--- config.mk ---
export PLATFORM = sky130hd
export DESIGN_NAME = mem_ram_sp
export DESIGN_NICKNAME = d
export VERILOG_FILES = /design/src/hw/mem_pkg.sv /design/src/hw/mem_delay_pipe.sv /design/src/hw/mem_reset_fsm.sv /design/src/hw/mem_ram_core.sv /design/src/hw/mem_ram_sp.sv
export SDC_FILE = /design/constraint.sdc
export NUM_CORES = 1
export LEC_CHECK = 0
export BUFFER_PORTS_ARGS = -buffer_cell sky130_fd_sc_hd__buf_4
export CAP_MARGIN = 25
export CORE_MARGIN = 2
export CORE_UTILIZATION = 57
export DETAILED_ROUTE_END_ITERATION = 12
export PLACE_DENSITY_LB_ADDON = 0.12
export SLEW_MARGIN = 10
export SYNTH_ARGS = -nofsm -noshare
export SYNTH_HDL_FRONTEND = slang
export SYNTH_SLANG_ARGS = --single-unit
--- constraint.sdc ---
create_clock -name mem_if -period 3.87 [get_ports mem_if]
set_clock_uncertainty 0.15 [all_clocks]
set_input_delay 0.387 -clock mem_if [delete_from_list [all_inputs] [get_ports mem_if]]
set_output_delay 0.387 -clock mem_if [all_outputs]
set_load 0.02 [all_outputs]
--- src/hw/mem_pkg.sv ---
/*
 * Memory subsystem package
 * Fixed widths, pipeline latencies, clearing value and payload types
 */
package mem_pkg;

    // --------------------------------------------------
    // Array geometry
    // --------------------------------------------------
    localparam int ADDR_WID = 6;
    localparam int DEPTH    = 2**ADDR_WID;
    localparam int DATA_WID = 16;

    // Word written to every location after reset
    localparam logic [DATA_WID-1:0] RESET_VAL = 16'hA5A5;

    // --------------------------------------------------
    // Pipeline depths and latencies
    // --------------------------------------------------
    // Request stages ahead of the array write
    localparam int WR_PIPE_STAGES = 1;
    // Response stages after the array read register
    localparam int RD_PIPE_STAGES = 1;

    // Edges from acceptance to ack, array stage included
    localparam int WR_LATENCY = WR_PIPE_STAGES + 1;
    localparam int RD_LATENCY = RD_PIPE_STAGES + 1;

    // --------------------------------------------------
    // Types
    // --------------------------------------------------
    typedef logic [ADDR_WID-1:0] addr_t;
    typedef logic [DATA_WID-1:0] data_t;

    // One pipelined write
    // ack_en is low for the writes of the clearing sequence
    typedef struct packed {
        logic  ack_en;
        addr_t addr;
        data_t data;
    } wr_req_t;

endpackage : mem_pkg

--- src/hw/mem_delay_pipe.sv ---
/*
 * Valid plus payload delay line, STAGES edges deep
 * Payload type is a parameter so one block serves requests and responses
 */
`timescale 1ns/1ps

module mem_delay_pipe #(
    parameter type T      = logic,
    parameter int  STAGES = 1
) (
    input  logic mem_if,
    input  logic rst_n,
    input  logic in_valid,
    input  T     in_data,
    output logic out_valid,
    output T     out_data
);

    generate
        if (STAGES > 0) begin : g_pipe
            logic valid_q [STAGES];
            T     data_q  [STAGES];

            // Valid bits clear on reset
            always_ff @(posedge mem_if) begin
                if (!rst_n) begin
                    for (int i = 0; i < STAGES; i++) begin
                        valid_q[i] <= 1'b0;
                    end
                end else begin
                    valid_q[0] <= in_valid;
                    for (int i = 1; i < STAGES; i++) begin
                        valid_q[i] <= valid_q[i-1];
                    end
                end
            end

            // Payload shifts every edge
            always_ff @(posedge mem_if) begin
                data_q[0] <= in_data;
                for (int i = 1; i < STAGES; i++) begin
                    data_q[i] <= data_q[i-1];
                end
            end

            assign out_valid = valid_q[STAGES-1];
            assign out_data  = data_q[STAGES-1];
        end : g_pipe
        else begin : g_no_pipe
            // Zero stages, straight through
            assign out_valid = in_valid;
            assign out_data  = in_data;
        end : g_no_pipe
    endgenerate

endmodule : mem_delay_pipe

--- src/hw/mem_reset_fsm.sv ---
/*
 * Post-reset clearing sequencer
 * Writes RESET_VAL to every word, then forwards requests and raises rdy
 */
`timescale 1ns/1ps

module mem_reset_fsm (
    input  logic            mem_if,
    input  logic            rst_n,
    // Requester side
    input  logic            req,
    input  logic            wr,
    input  mem_pkg::addr_t  addr,
    input  mem_pkg::data_t  wr_data,
    output logic            rdy,
    // Array side
    output logic            ram_req,
    output logic            ram_wr,
    output logic            ram_ack_en,
    output mem_pkg::addr_t  ram_addr,
    output mem_pkg::data_t  ram_wr_data
);

    typedef enum logic {
        CLEARING = 1'b0,
        READY    = 1'b1
    } state_t;

    // --------------------------------------------------
    // State and clearing address
    // --------------------------------------------------
    state_t          state_q;
    mem_pkg::addr_t  clr_addr_q;
    logic            clr_last;

    assign clr_last = (clr_addr_q == mem_pkg::addr_t'(mem_pkg::DEPTH - 1));

    always_ff @(posedge mem_if) begin
        if (!rst_n) begin
            state_q    <= CLEARING;
            clr_addr_q <= '0;
        end else begin
            case (state_q)
                CLEARING: begin
                    // One word per edge, leave after the top address
                    clr_addr_q <= clr_addr_q + 1'b1;
                    if (clr_last) begin
                        state_q <= READY;
                    end
                end
                READY: begin
                    state_q <= READY;
                end
                default: begin
                    state_q <= CLEARING;
                end
            endcase
        end
    end

    // --------------------------------------------------
    // Request mux
    // --------------------------------------------------
    assign rdy = (state_q == READY);

    always_comb begin
        if (state_q == CLEARING) begin
            // Sequencer owns the array, no acks go out
            ram_req     = 1'b1;
            ram_wr      = 1'b1;
            ram_ack_en  = 1'b0;
            ram_addr    = clr_addr_q;
            ram_wr_data = mem_pkg::RESET_VAL;
        end else begin
            ram_req     = req && rdy;
            ram_wr      = wr;
            ram_ack_en  = 1'b1;
            ram_addr    = addr;
            ram_wr_data = wr_data;
        end
    end

endmodule : mem_reset_fsm

--- src/hw/mem_ram_core.sv ---
/*
 * Single-port RAM core, read-first
 * Write request pipe ahead of the array, response pipe after the read
 */
`timescale 1ns/1ps

module mem_ram_core (
    input  logic            mem_if,
    input  logic            rst_n,
    input  logic            req,
    input  logic            wr,
    input  logic            ack_en,
    input  mem_pkg::addr_t  addr,
    input  mem_pkg::data_t  wr_data,
    output logic            wr_ack,
    output logic            rd_ack,
    output mem_pkg::data_t  rd_data
);

    // --------------------------------------------------
    // Storage
    // --------------------------------------------------
    mem_pkg::data_t mem [mem_pkg::DEPTH];

    // --------------------------------------------------
    // Write path
    // --------------------------------------------------
    mem_pkg::wr_req_t wr_req_in;
    mem_pkg::wr_req_t wr_req_out;
    logic             wr_valid_out;

    assign wr_req_in.ack_en = ack_en;
    assign wr_req_in.addr   = addr;
    assign wr_req_in.data   = wr_data;

    mem_delay_pipe #(
        .T      ( mem_pkg::wr_req_t ),
        .STAGES ( mem_pkg::WR_PIPE_STAGES )
    ) i_wr_pipe (
        .mem_if    ( mem_if ),
        .rst_n     ( rst_n ),
        .in_valid  ( req && wr ),
        .in_data   ( wr_req_in ),
        .out_valid ( wr_valid_out ),
        .out_data  ( wr_req_out )
    );

    // Ack rises on the edge the word lands
    always_ff @(posedge mem_if) begin
        if (!rst_n) begin
            wr_ack <= 1'b0;
        end else begin
            wr_ack <= wr_valid_out && wr_req_out.ack_en;
        end
    end

    // --------------------------------------------------
    // Array access
    // --------------------------------------------------
    mem_pkg::data_t rd_word_q;
    logic           rd_valid_q;

    // Read and write share one edge, nonblocking gives read-first
    always_ff @(posedge mem_if) begin
        if (wr_valid_out) begin
            mem[wr_req_out.addr] <= wr_req_out.data;
        end
        if (req && !wr) begin
            rd_word_q <= mem[addr];
        end
    end

    always_ff @(posedge mem_if) begin
        if (!rst_n) begin
            rd_valid_q <= 1'b0;
        end else begin
            rd_valid_q <= req && !wr && ack_en;
        end
    end

    // --------------------------------------------------
    // Read response path
    // --------------------------------------------------
    mem_delay_pipe #(
        .T      ( mem_pkg::data_t ),
        .STAGES ( mem_pkg::RD_PIPE_STAGES )
    ) i_rd_pipe (
        .mem_if    ( mem_if ),
        .rst_n     ( rst_n ),
        .in_valid  ( rd_valid_q ),
        .in_data   ( rd_word_q ),
        .out_valid ( rd_ack ),
        .out_data  ( rd_data )
    );

endmodule : mem_ram_core

--- src/hw/mem_ram_sp.sv ---
/*
 * Single-port RAM subsystem with clearing sequence after reset
 */
`timescale 1ns/1ps

module mem_ram_sp (
    input  logic            mem_if,
    input  logic            rst_n,
    input  logic            req,
    input  logic            wr,
    input  mem_pkg::addr_t  addr,
    input  mem_pkg::data_t  wr_data,
    output logic            rdy,
    output logic            wr_ack,
    output logic            rd_ack,
    output mem_pkg::data_t  rd_data
);

    // --------------------------------------------------
    // Sequencer to core
    // --------------------------------------------------
    logic           ram_req;
    logic           ram_wr;
    logic           ram_ack_en;
    mem_pkg::addr_t ram_addr;
    mem_pkg::data_t ram_wr_data;

    mem_reset_fsm i_reset_fsm (
        .mem_if      ( mem_if ),
        .rst_n       ( rst_n ),
        .req         ( req ),
        .wr          ( wr ),
        .addr        ( addr ),
        .wr_data     ( wr_data ),
        .rdy         ( rdy ),
        .ram_req     ( ram_req ),
        .ram_wr      ( ram_wr ),
        .ram_ack_en  ( ram_ack_en ),
        .ram_addr    ( ram_addr ),
        .ram_wr_data ( ram_wr_data )
    );

    // Storage and pipelines
    mem_ram_core i_core (
        .mem_if  ( mem_if ),
        .rst_n   ( rst_n ),
        .req     ( ram_req ),
        .wr      ( ram_wr ),
        .ack_en  ( ram_ack_en ),
        .addr    ( ram_addr ),
        .wr_data ( ram_wr_data ),
        .wr_ack  ( wr_ack ),
        .rd_ack  ( rd_ack ),
        .rd_data ( rd_data )
    );

endmodule : mem_ram_sp

After elaboration in Yosys (flattened, before gate mapping)
Memory sizes are Yosys's and may differ from the RTL's. A register that Yosys moved wholly into a read port is not among the register bits.
Index checks and enable logic that the tools add are counted.

word-level totals
  register bits after elaboration = 9
  latch bits = 0
  memory bits (writable) = 1,065
  ROM bits = 0
  input port bits = 26
  output and inout port bits = 19
  logic and storage cells = 35
  memories kept = 5

memory list
  memory                           words  bits a word  rd ports  clocked after memory_dff  wr ports  line                  text
  i_core.mem                       64     16           1         1                         1         mem_ram_core.sv:23    mem_pkg::data_t mem [mem_pkg::DEPTH];
  i_core.i_wr_pipe.g_pipe.data_q   1      23           1         0                         1         mem_delay_pipe.sv:22  T data_q [STAGES];
  i_core.i_rd_pipe.g_pipe.data_q   1      16           1         0                         1         mem_delay_pipe.sv:22
  i_core.i_rd_pipe.g_pipe.valid_q  1      1            1         0                         1         mem_delay_pipe.sv:21  logic valid_q [STAGES];
  i_core.i_wr_pipe.g_pipe.valid_q  1      1            1         0                         1         mem_delay_pipe.sv:21

operators by class
  add/subtract/negate cells = 1
  multiply operators = 0
  div/mod/pow operators = 0
  magnitude comparators = 0
  equal/unequal tests = 1
  shifts and indexed selects = 0
  mux-type cells = 15
  bitwise gates (word level) = 1
  reduce and logical (&&, ||, !) cells = 8

operators by type and width
  kind                                          count
  2-to-1 mux 16 bit                             1
  2-to-1 mux 1 bit                              12
  adder 6 x 1 -> 6 bit (second input constant)  1
  == test 6 bit (second input constant)         1
  2-to-1 mux 6 bit                              1
  logical AND 1 bit                             5
  case mux 1 bit (2 select lines)               1
  OR reduction 1 bit                            2
  logical NOT 1 bit                             1
  NOT 1 bit                                     1

Logic depth before layout (Yosys ltp)
  depth after elaboration = 4
  gate-level depth with buffers = 12
  depth with buffers taken out = 8

Hierarchy
Synthesis repeated with hierarchy kept, for this count alone.

unflattened totals
  cell total of the unflattened synthesis = 1,944
  area, all modules = 41,484.8 sq um

modules (own cells, without submodules)
  module                              instances  cells each  area an instance (sq um)  seq. area each (sq um)
  mem_ram_core                        1          1,842       40,149.8                  31,270.0
  mem_reset_fsm                       1          59          501.7                     140.1
  mem_delay_pipe at i_core.i_wr_pipe  1          25          486.7                     480.5
  mem_delay_pipe at i_core.i_rd_pipe  1          18          346.6                     340.3

Worst setup path before layout
No wires, ideal clock.

  path kind = register to register
  start point = memory i_core.i_wr_pipe.g_pipe.data_q[0][21] in the netlist's numbering
  end point = memory i_core.mem[32][0] in the netlist's numbering (enable)
  setup time = 0.409 ns
  arrival = 2.058 ns
  required time = 3.311 ns
  slack = 1.252 ns
  cell stages (with the launch flop) = 5
  buffers on the path = 1
  clock period less this slack = 2.618 ns
  cell sequence = dfxtp_1 clkbuf_1 nor4bb_1 nand2b_1 nor3_1

on the way
  word-level cells in the longest chain between the ends = 1

ends and longest elaborated chain
  item                 line
  from (decl)          mem_delay_pipe.sv:22
  memory (1 x 23 bit)  --
  to (decl)            mem_ram_core.sv:23

No other way between the ends.

Worst setup path after layout
  start point = register i_reset_fsm.clr_addr_q[0]
  end point = register i_core.rd_word_q[14] (read register of i_core.mem), data pin

on the way
  word-level cells in the longest chain between the ends = 1

ends and longest elaborated chain
  item                    line                 text
  from (decl)             mem_reset_fsm.sv:33  mem_pkg::addr_t clr_addr_q;
  from (signal assigned)  mem_reset_fsm.sv:46  clr_addr_q <= clr_addr_q + 1'b1;
  2-to-1 mux 6 bit        mem_reset_fsm.sv:67  if (state_q == CLEARING) begin
  to (decl)               mem_ram_core.sv:60   mem_pkg::data_t rd_word_q;

No other way between the ends.
A chain may end at the register's enable or synchronous reset.

==> results.py <==
metrics = {
    "placed_design": {
        "portBuffers": 44,
        "dp_hpwl_microns": 91100,
        "place_inst": 5145,
        "gp_congestion": 0.894,
    },
    "global_routing": {
        "grt_usage_pct": 33.6,
        "grt_pass1_wl_microns": 225000,
        "grt_max_degree": 120,
        "overflow": 0,
        "grt_pass1_vias": 34653,
        "antenna_found_initial": 8,
    },
    "synthesis": {
        "synthArstFlopShare_pct": 0,
        "synth_cells": 4041,
        "synth_seq_cells": 1090,
        "synth.net_count": 4068,
        "seq_area_frac_synth_pct": 64.5,
        "yosys_warnings": 0,
        "avgSynthCellArea_sq_um": 12.4,
        "netlist_area_sq_mm": 0.0500,
        "ys_types": 67,
        "synth-edff-count": 1040,
        "synth_top_flop_cell": "edfxtp_1",
    },
    "timing": {
        "rsz0062_at_grt": "no",
        "worst_pin_slew_ns": 1.03,
        "max-slew-margin-rel_pct": 30.7,
        "fin_crit_sh_pct": 87.3,
        "setup_viol": 0,
        "tns_ns": 0,
        "fmax_mhz": 296,
        "period_needed_ns": 3.38,
        "hold_viol": 0,
        "drv_slew": 0,
    },
    "critical_path": {
        "cp_common_cell": "buf_12",
        "arrival_ns": 3.69,
        "slowest_stage": "dfxtp_4",
        "path_cells": "nor2b_2 -> a21oi_2 -> inv_8 -> buf_12 -> buf_12 -> a21oi_1 -> o21ai_0 -> a41oi_1 -> nor4_1",
        "path_class": "flop to flop",
        "cp.required_ns": 4.18,
        "r2r_slack_ns": 0.49,
        "r2r_end": "i_core.rd_word_q[14]",
        "cp-end-kind": "flop",
        "startpoint_type": "flop",
        "r2r_start": "i_reset_fsm.clr_addr_q[0]",
        "r2r.worst_path.cells": 9,
        "max_stage_delay_ns": 0.57,
        "critPathMaxFanout": 35,
    },
    "floorplan": {
        "die_area_sq_mm": 0.0901,
        "ios": 45,
        "core_sq_mm": 0.0869,
        "start_util_pct": 57.5,
        "die_w_microns": 300,
        "die-height_microns": 300,
        "num_rows": 108,
    },
    "hold_path": {
        "hold_path.startpoint": "i_core.rd_word_q[8]",
        "worstHoldPathType": "flop to flop",
        "worstHoldEndpoint": "i_core.i_rd_pipe.g_pipe.data_q[0][8]",
        "hold_path_depth": 0,
    },
    "power_and_ir_drop": {
        "p_seq_share_pct": 50.3,
        "powerDensity_mw_per_mm2": 452,
        "p_clk_share_pct": 40.8,
        "combPwrFrac_pct": 8.9,
        "internal_power_mw": 19.4,
        "peakVddDrop_v": 0.000467,
        "switching_share_pct": 23.6,
        "p_leak_nw": 19.6,
        "power_mw": 25.4,
        "p_switching_mw": 6.00,
    },
    "drt": {
        "vias_per_cell": 6.86,
        "drc": 0,
        "vias": 36916,
        "wl_microns": 153000,
        "ant_nets": 0,
        "firstDrtPassIters": 6,
        "drt_iter0_markers": 5002,
        "wl_per_cell_microns": 28.4,
    },
    "clocking": {
        "cts_tree": "done",
        "cts_htree_levels": 3,
        "root_buffer": "clkbuf_16",
        "cts_setup_buffers": 0,
        "clockBufferDepth": 3,
        "cts_sinks": 1090,
        "cts_buffers": 113,
        "path_clk_slew_ns": 0.07,
        "postCtsHoldBufs": 23,
        "insertion_delay_ns": 0.70,
        "post_cts_resize_count": 0,
    },
    "final_layout": {
        "layout-drive-gt1-share_pct": 11.8,
        "areaGrowthSynthToFinish_pct": 12.6,
        "num-fill-cells": 6517,
        "instances_no_fill": 5379,
        "fin_util_pct": 64.8,
        "fin_nets": 4156,
    },
    "outcome": {
        "outcome": "finished clean",
    },
    "run": {
        "cap_viol_max_count": 0,
    },
}
flip-flops by register name (all words and copies together) (netlist names):
name and flops:
i_core.i_rd_pipe.g_pipe.data_q 16, i_core.i_rd_pipe.g_pipe.valid_q 1, i_core.i_wr_pipe.g_pipe.data_q 23, i_core.i_wr_pipe.g_pipe.valid_q 1, i_core.mem 1024, i_core.rd_valid_q 1
i_core.rd_word_q 16, i_core.wr_ack 1, i_reset_fsm.clr_addr_q 6, i_reset_fsm.rdy 1
power groups by stage:
stage	logic, mW	registers (mW)	clock network [mW]
global placement	2.14	13.0	0
global route	2.42	12.8	10.9
CTS	2.21	12.8	10.4
floorplan	1.50	13.0	0
finish	2.25	12.8	10.4
detailed placement	2.18	13.0	0
Yosys cell counts, types with 3 or more instances:
master | count | area (sq um)
buf_1 | 20 | 75.1
a22oi_1 | 281 | 2110
o21bai_1 | 80 | 601
o311ai_1 | 7 | 61.3
nor2_1 | 147 | 552
nand2b_1 | 531 | 3320
a21oi_1 | 410 | 2050
o2111a_1 | 15 | 169
o221ai_1 | 21 | 184
a31oi_1 | 15 | 93.8
a211oi_1 | 259 | 1940
nand3_1 | 24 | 120
a41oi_1 | 16 | 140
nor4_1 | 51 | 319
nor2b_1 | 8 | 50.1
inv_1 | 61 | 229
inv_2 | 5 | 18.8
o211a_1 | 15 | 150
o311ai_0 | 8 | 70.1
o211ai_1 | 57 | 428
o21ai_1 | 27 | 135
nand2_1 | 104 | 390
or4_1 | 15 | 113
o2111ai_1 | 16 | 140
a21o_1 | 31 | 233
and2_1 | 15 | 93.8
nor3_1 | 7 | 35.0
o221a_1 | 15 | 169
dfxtp_1 | 50 | 1000
nand3b_1 | 3 | 22.5
nand4_1 | 32 | 200
buf_2 | 134 | 671
edfxtp_1 | 1040 | 31200
o22ai_1 | 158 | 988
o21ai_0 | 120 | 601
nor2_2 | 5 | 31.3
or3_1 | 17 | 106
buf_4 | 16 | 120
or2_2 | 16 | 100
buf_6 | 6 | 67.6
clkbuf_1 | 152 | 571
critical path: cells and delay by family, from the launching register on:
| kind | cells | cell delay (ns) |
|---|---|---|
| buf+inv | 3 | 0.79 |
| flops | 1 | 0.57 |
| compound gates | 4 | 0.89 |
| simple gates | 2 | 0.73 |
metrics by stage:
step	instance area (sq um)	hold slack [ns]	setup WS, ns
finish	56300	0.203	0.491
floorplan	50000	0.173	1.25
detailed placement	52500	0.194	0.522
CTS	56300	0.207	0.567
global route	56300	0.220	0.370
global placement	52400	0.186	0.272
cell type report:
type / instances / area [sq um] / share of cell area, %
well taps: 1155 / 1450 / 2.57
multi-input cells: 2556 / 16100 / 28.5
inverters: 67 / 278 / 0.493
flip-flops and latches: 1090 / 32300 / 57.3
clock inverters: 58 / 462 / 0.820
diodes: 1 / 2.50 / 0.00444
clock buffers: 151 / 3040 / 5.40
repair buffers: 301 / 2740 / 4.86
layout by cell type, fill, tap and decap left out, types with 11 or more instances in the layout:
| master | Yosys | routed |
|---|---|---|
| edfxtp_1 | 1040 | 1040 |
| a211oi_1 | 259 | 259 |
| clkinv_2 | 0 | 25 |
| o221ai_1 | 21 | 21 |
| dfxtp_2 | 0 | 16 |
| or2_2 | 16 | 16 |
| a21o_1 | 31 | 31 |
| o2111ai_1 | 16 | 16 |
| o221a_1 | 15 | 15 |
| inv_1 | 61 | 61 |
| and2_1 | 15 | 14 |
| nand2_1 | 104 | 103 |
| nand2b_1 | 531 | 530 |
| nor2_1 | 147 | 146 |
| or3_1 | 17 | 17 |
| a31oi_1 | 15 | 15 |
| nor4_1 | 51 | 51 |
| o211ai_1 | 57 | 57 |
| clkbuf_16 | 0 | 113 |
| o21ai_0 | 120 | 120 |
| o2111a_1 | 15 | 15 |
| o311ai_1 | 7 | 11 |
| clkbuf_1 | 152 | 31 |
| or4_1 | 15 | 15 |
| a41oi_1 | 16 | 16 |
| clkinv_1 | 0 | 21 |
| dfxtp_1 | 50 | 31 |
| dlygate4sd3_1 | 0 | 23 |
| o22ai_1 | 158 | 158 |
| nand4_1 | 32 | 32 |
| a21oi_1 | 410 | 410 |
| buf_4 | 16 | 241 |
| o21bai_1 | 80 | 80 |
| o21ai_1 | 27 | 27 |
| a22oi_1 | 281 | 281 |
| nand3_1 | 24 | 24 |
| buf_12 | 0 | 30 |
| o211a_1 | 15 | 15 |
how the worst max path moves through the flow:
stage                                          start                    to  cells after the start
3_5_place_dp                                 addr[0]   i_core.rd_word_q[7]                     10
2_1_floorplan  i_core.i_wr_pipe.g_pipe.data_q[0][21]     i_core.mem[32][0]                      4
6_report                   i_reset_fsm.clr_addr_q[0]  i_core.rd_word_q[14]                      9
5_1_grt                              i_reset_fsm.rdy   i_core.rd_word_q[7]                      8
4_1_cts                              i_reset_fsm.rdy   i_core.rd_word_q[7]                      9
3_3_place_gp                                 addr[0]   i_core.rd_word_q[7]                      8
per-layer routing:
metal | up-vias | wire (microns) | GRT usage [%]
met1 | 18419 | 61400 | 48.2
met3 | 311 | 16100 | 6.06
li1 | 16015 | - | -
met5 | - | 51 | 0
met2 | 2163 | 69400 | 51.4
met4 | 8 | 5670 | 12.8
cell families after synthesis:
family	Yosys count	share of synthesized area [%]
simple gates	982	11.0
buf+inv	395	3.52
fa+ha+maj	1	0.0250
compound gates	1567	20.9
mux	2	0.0425
xor+xnor	4	0.0701
flops	1090	64.5
(Power assumes the default switching activity.)
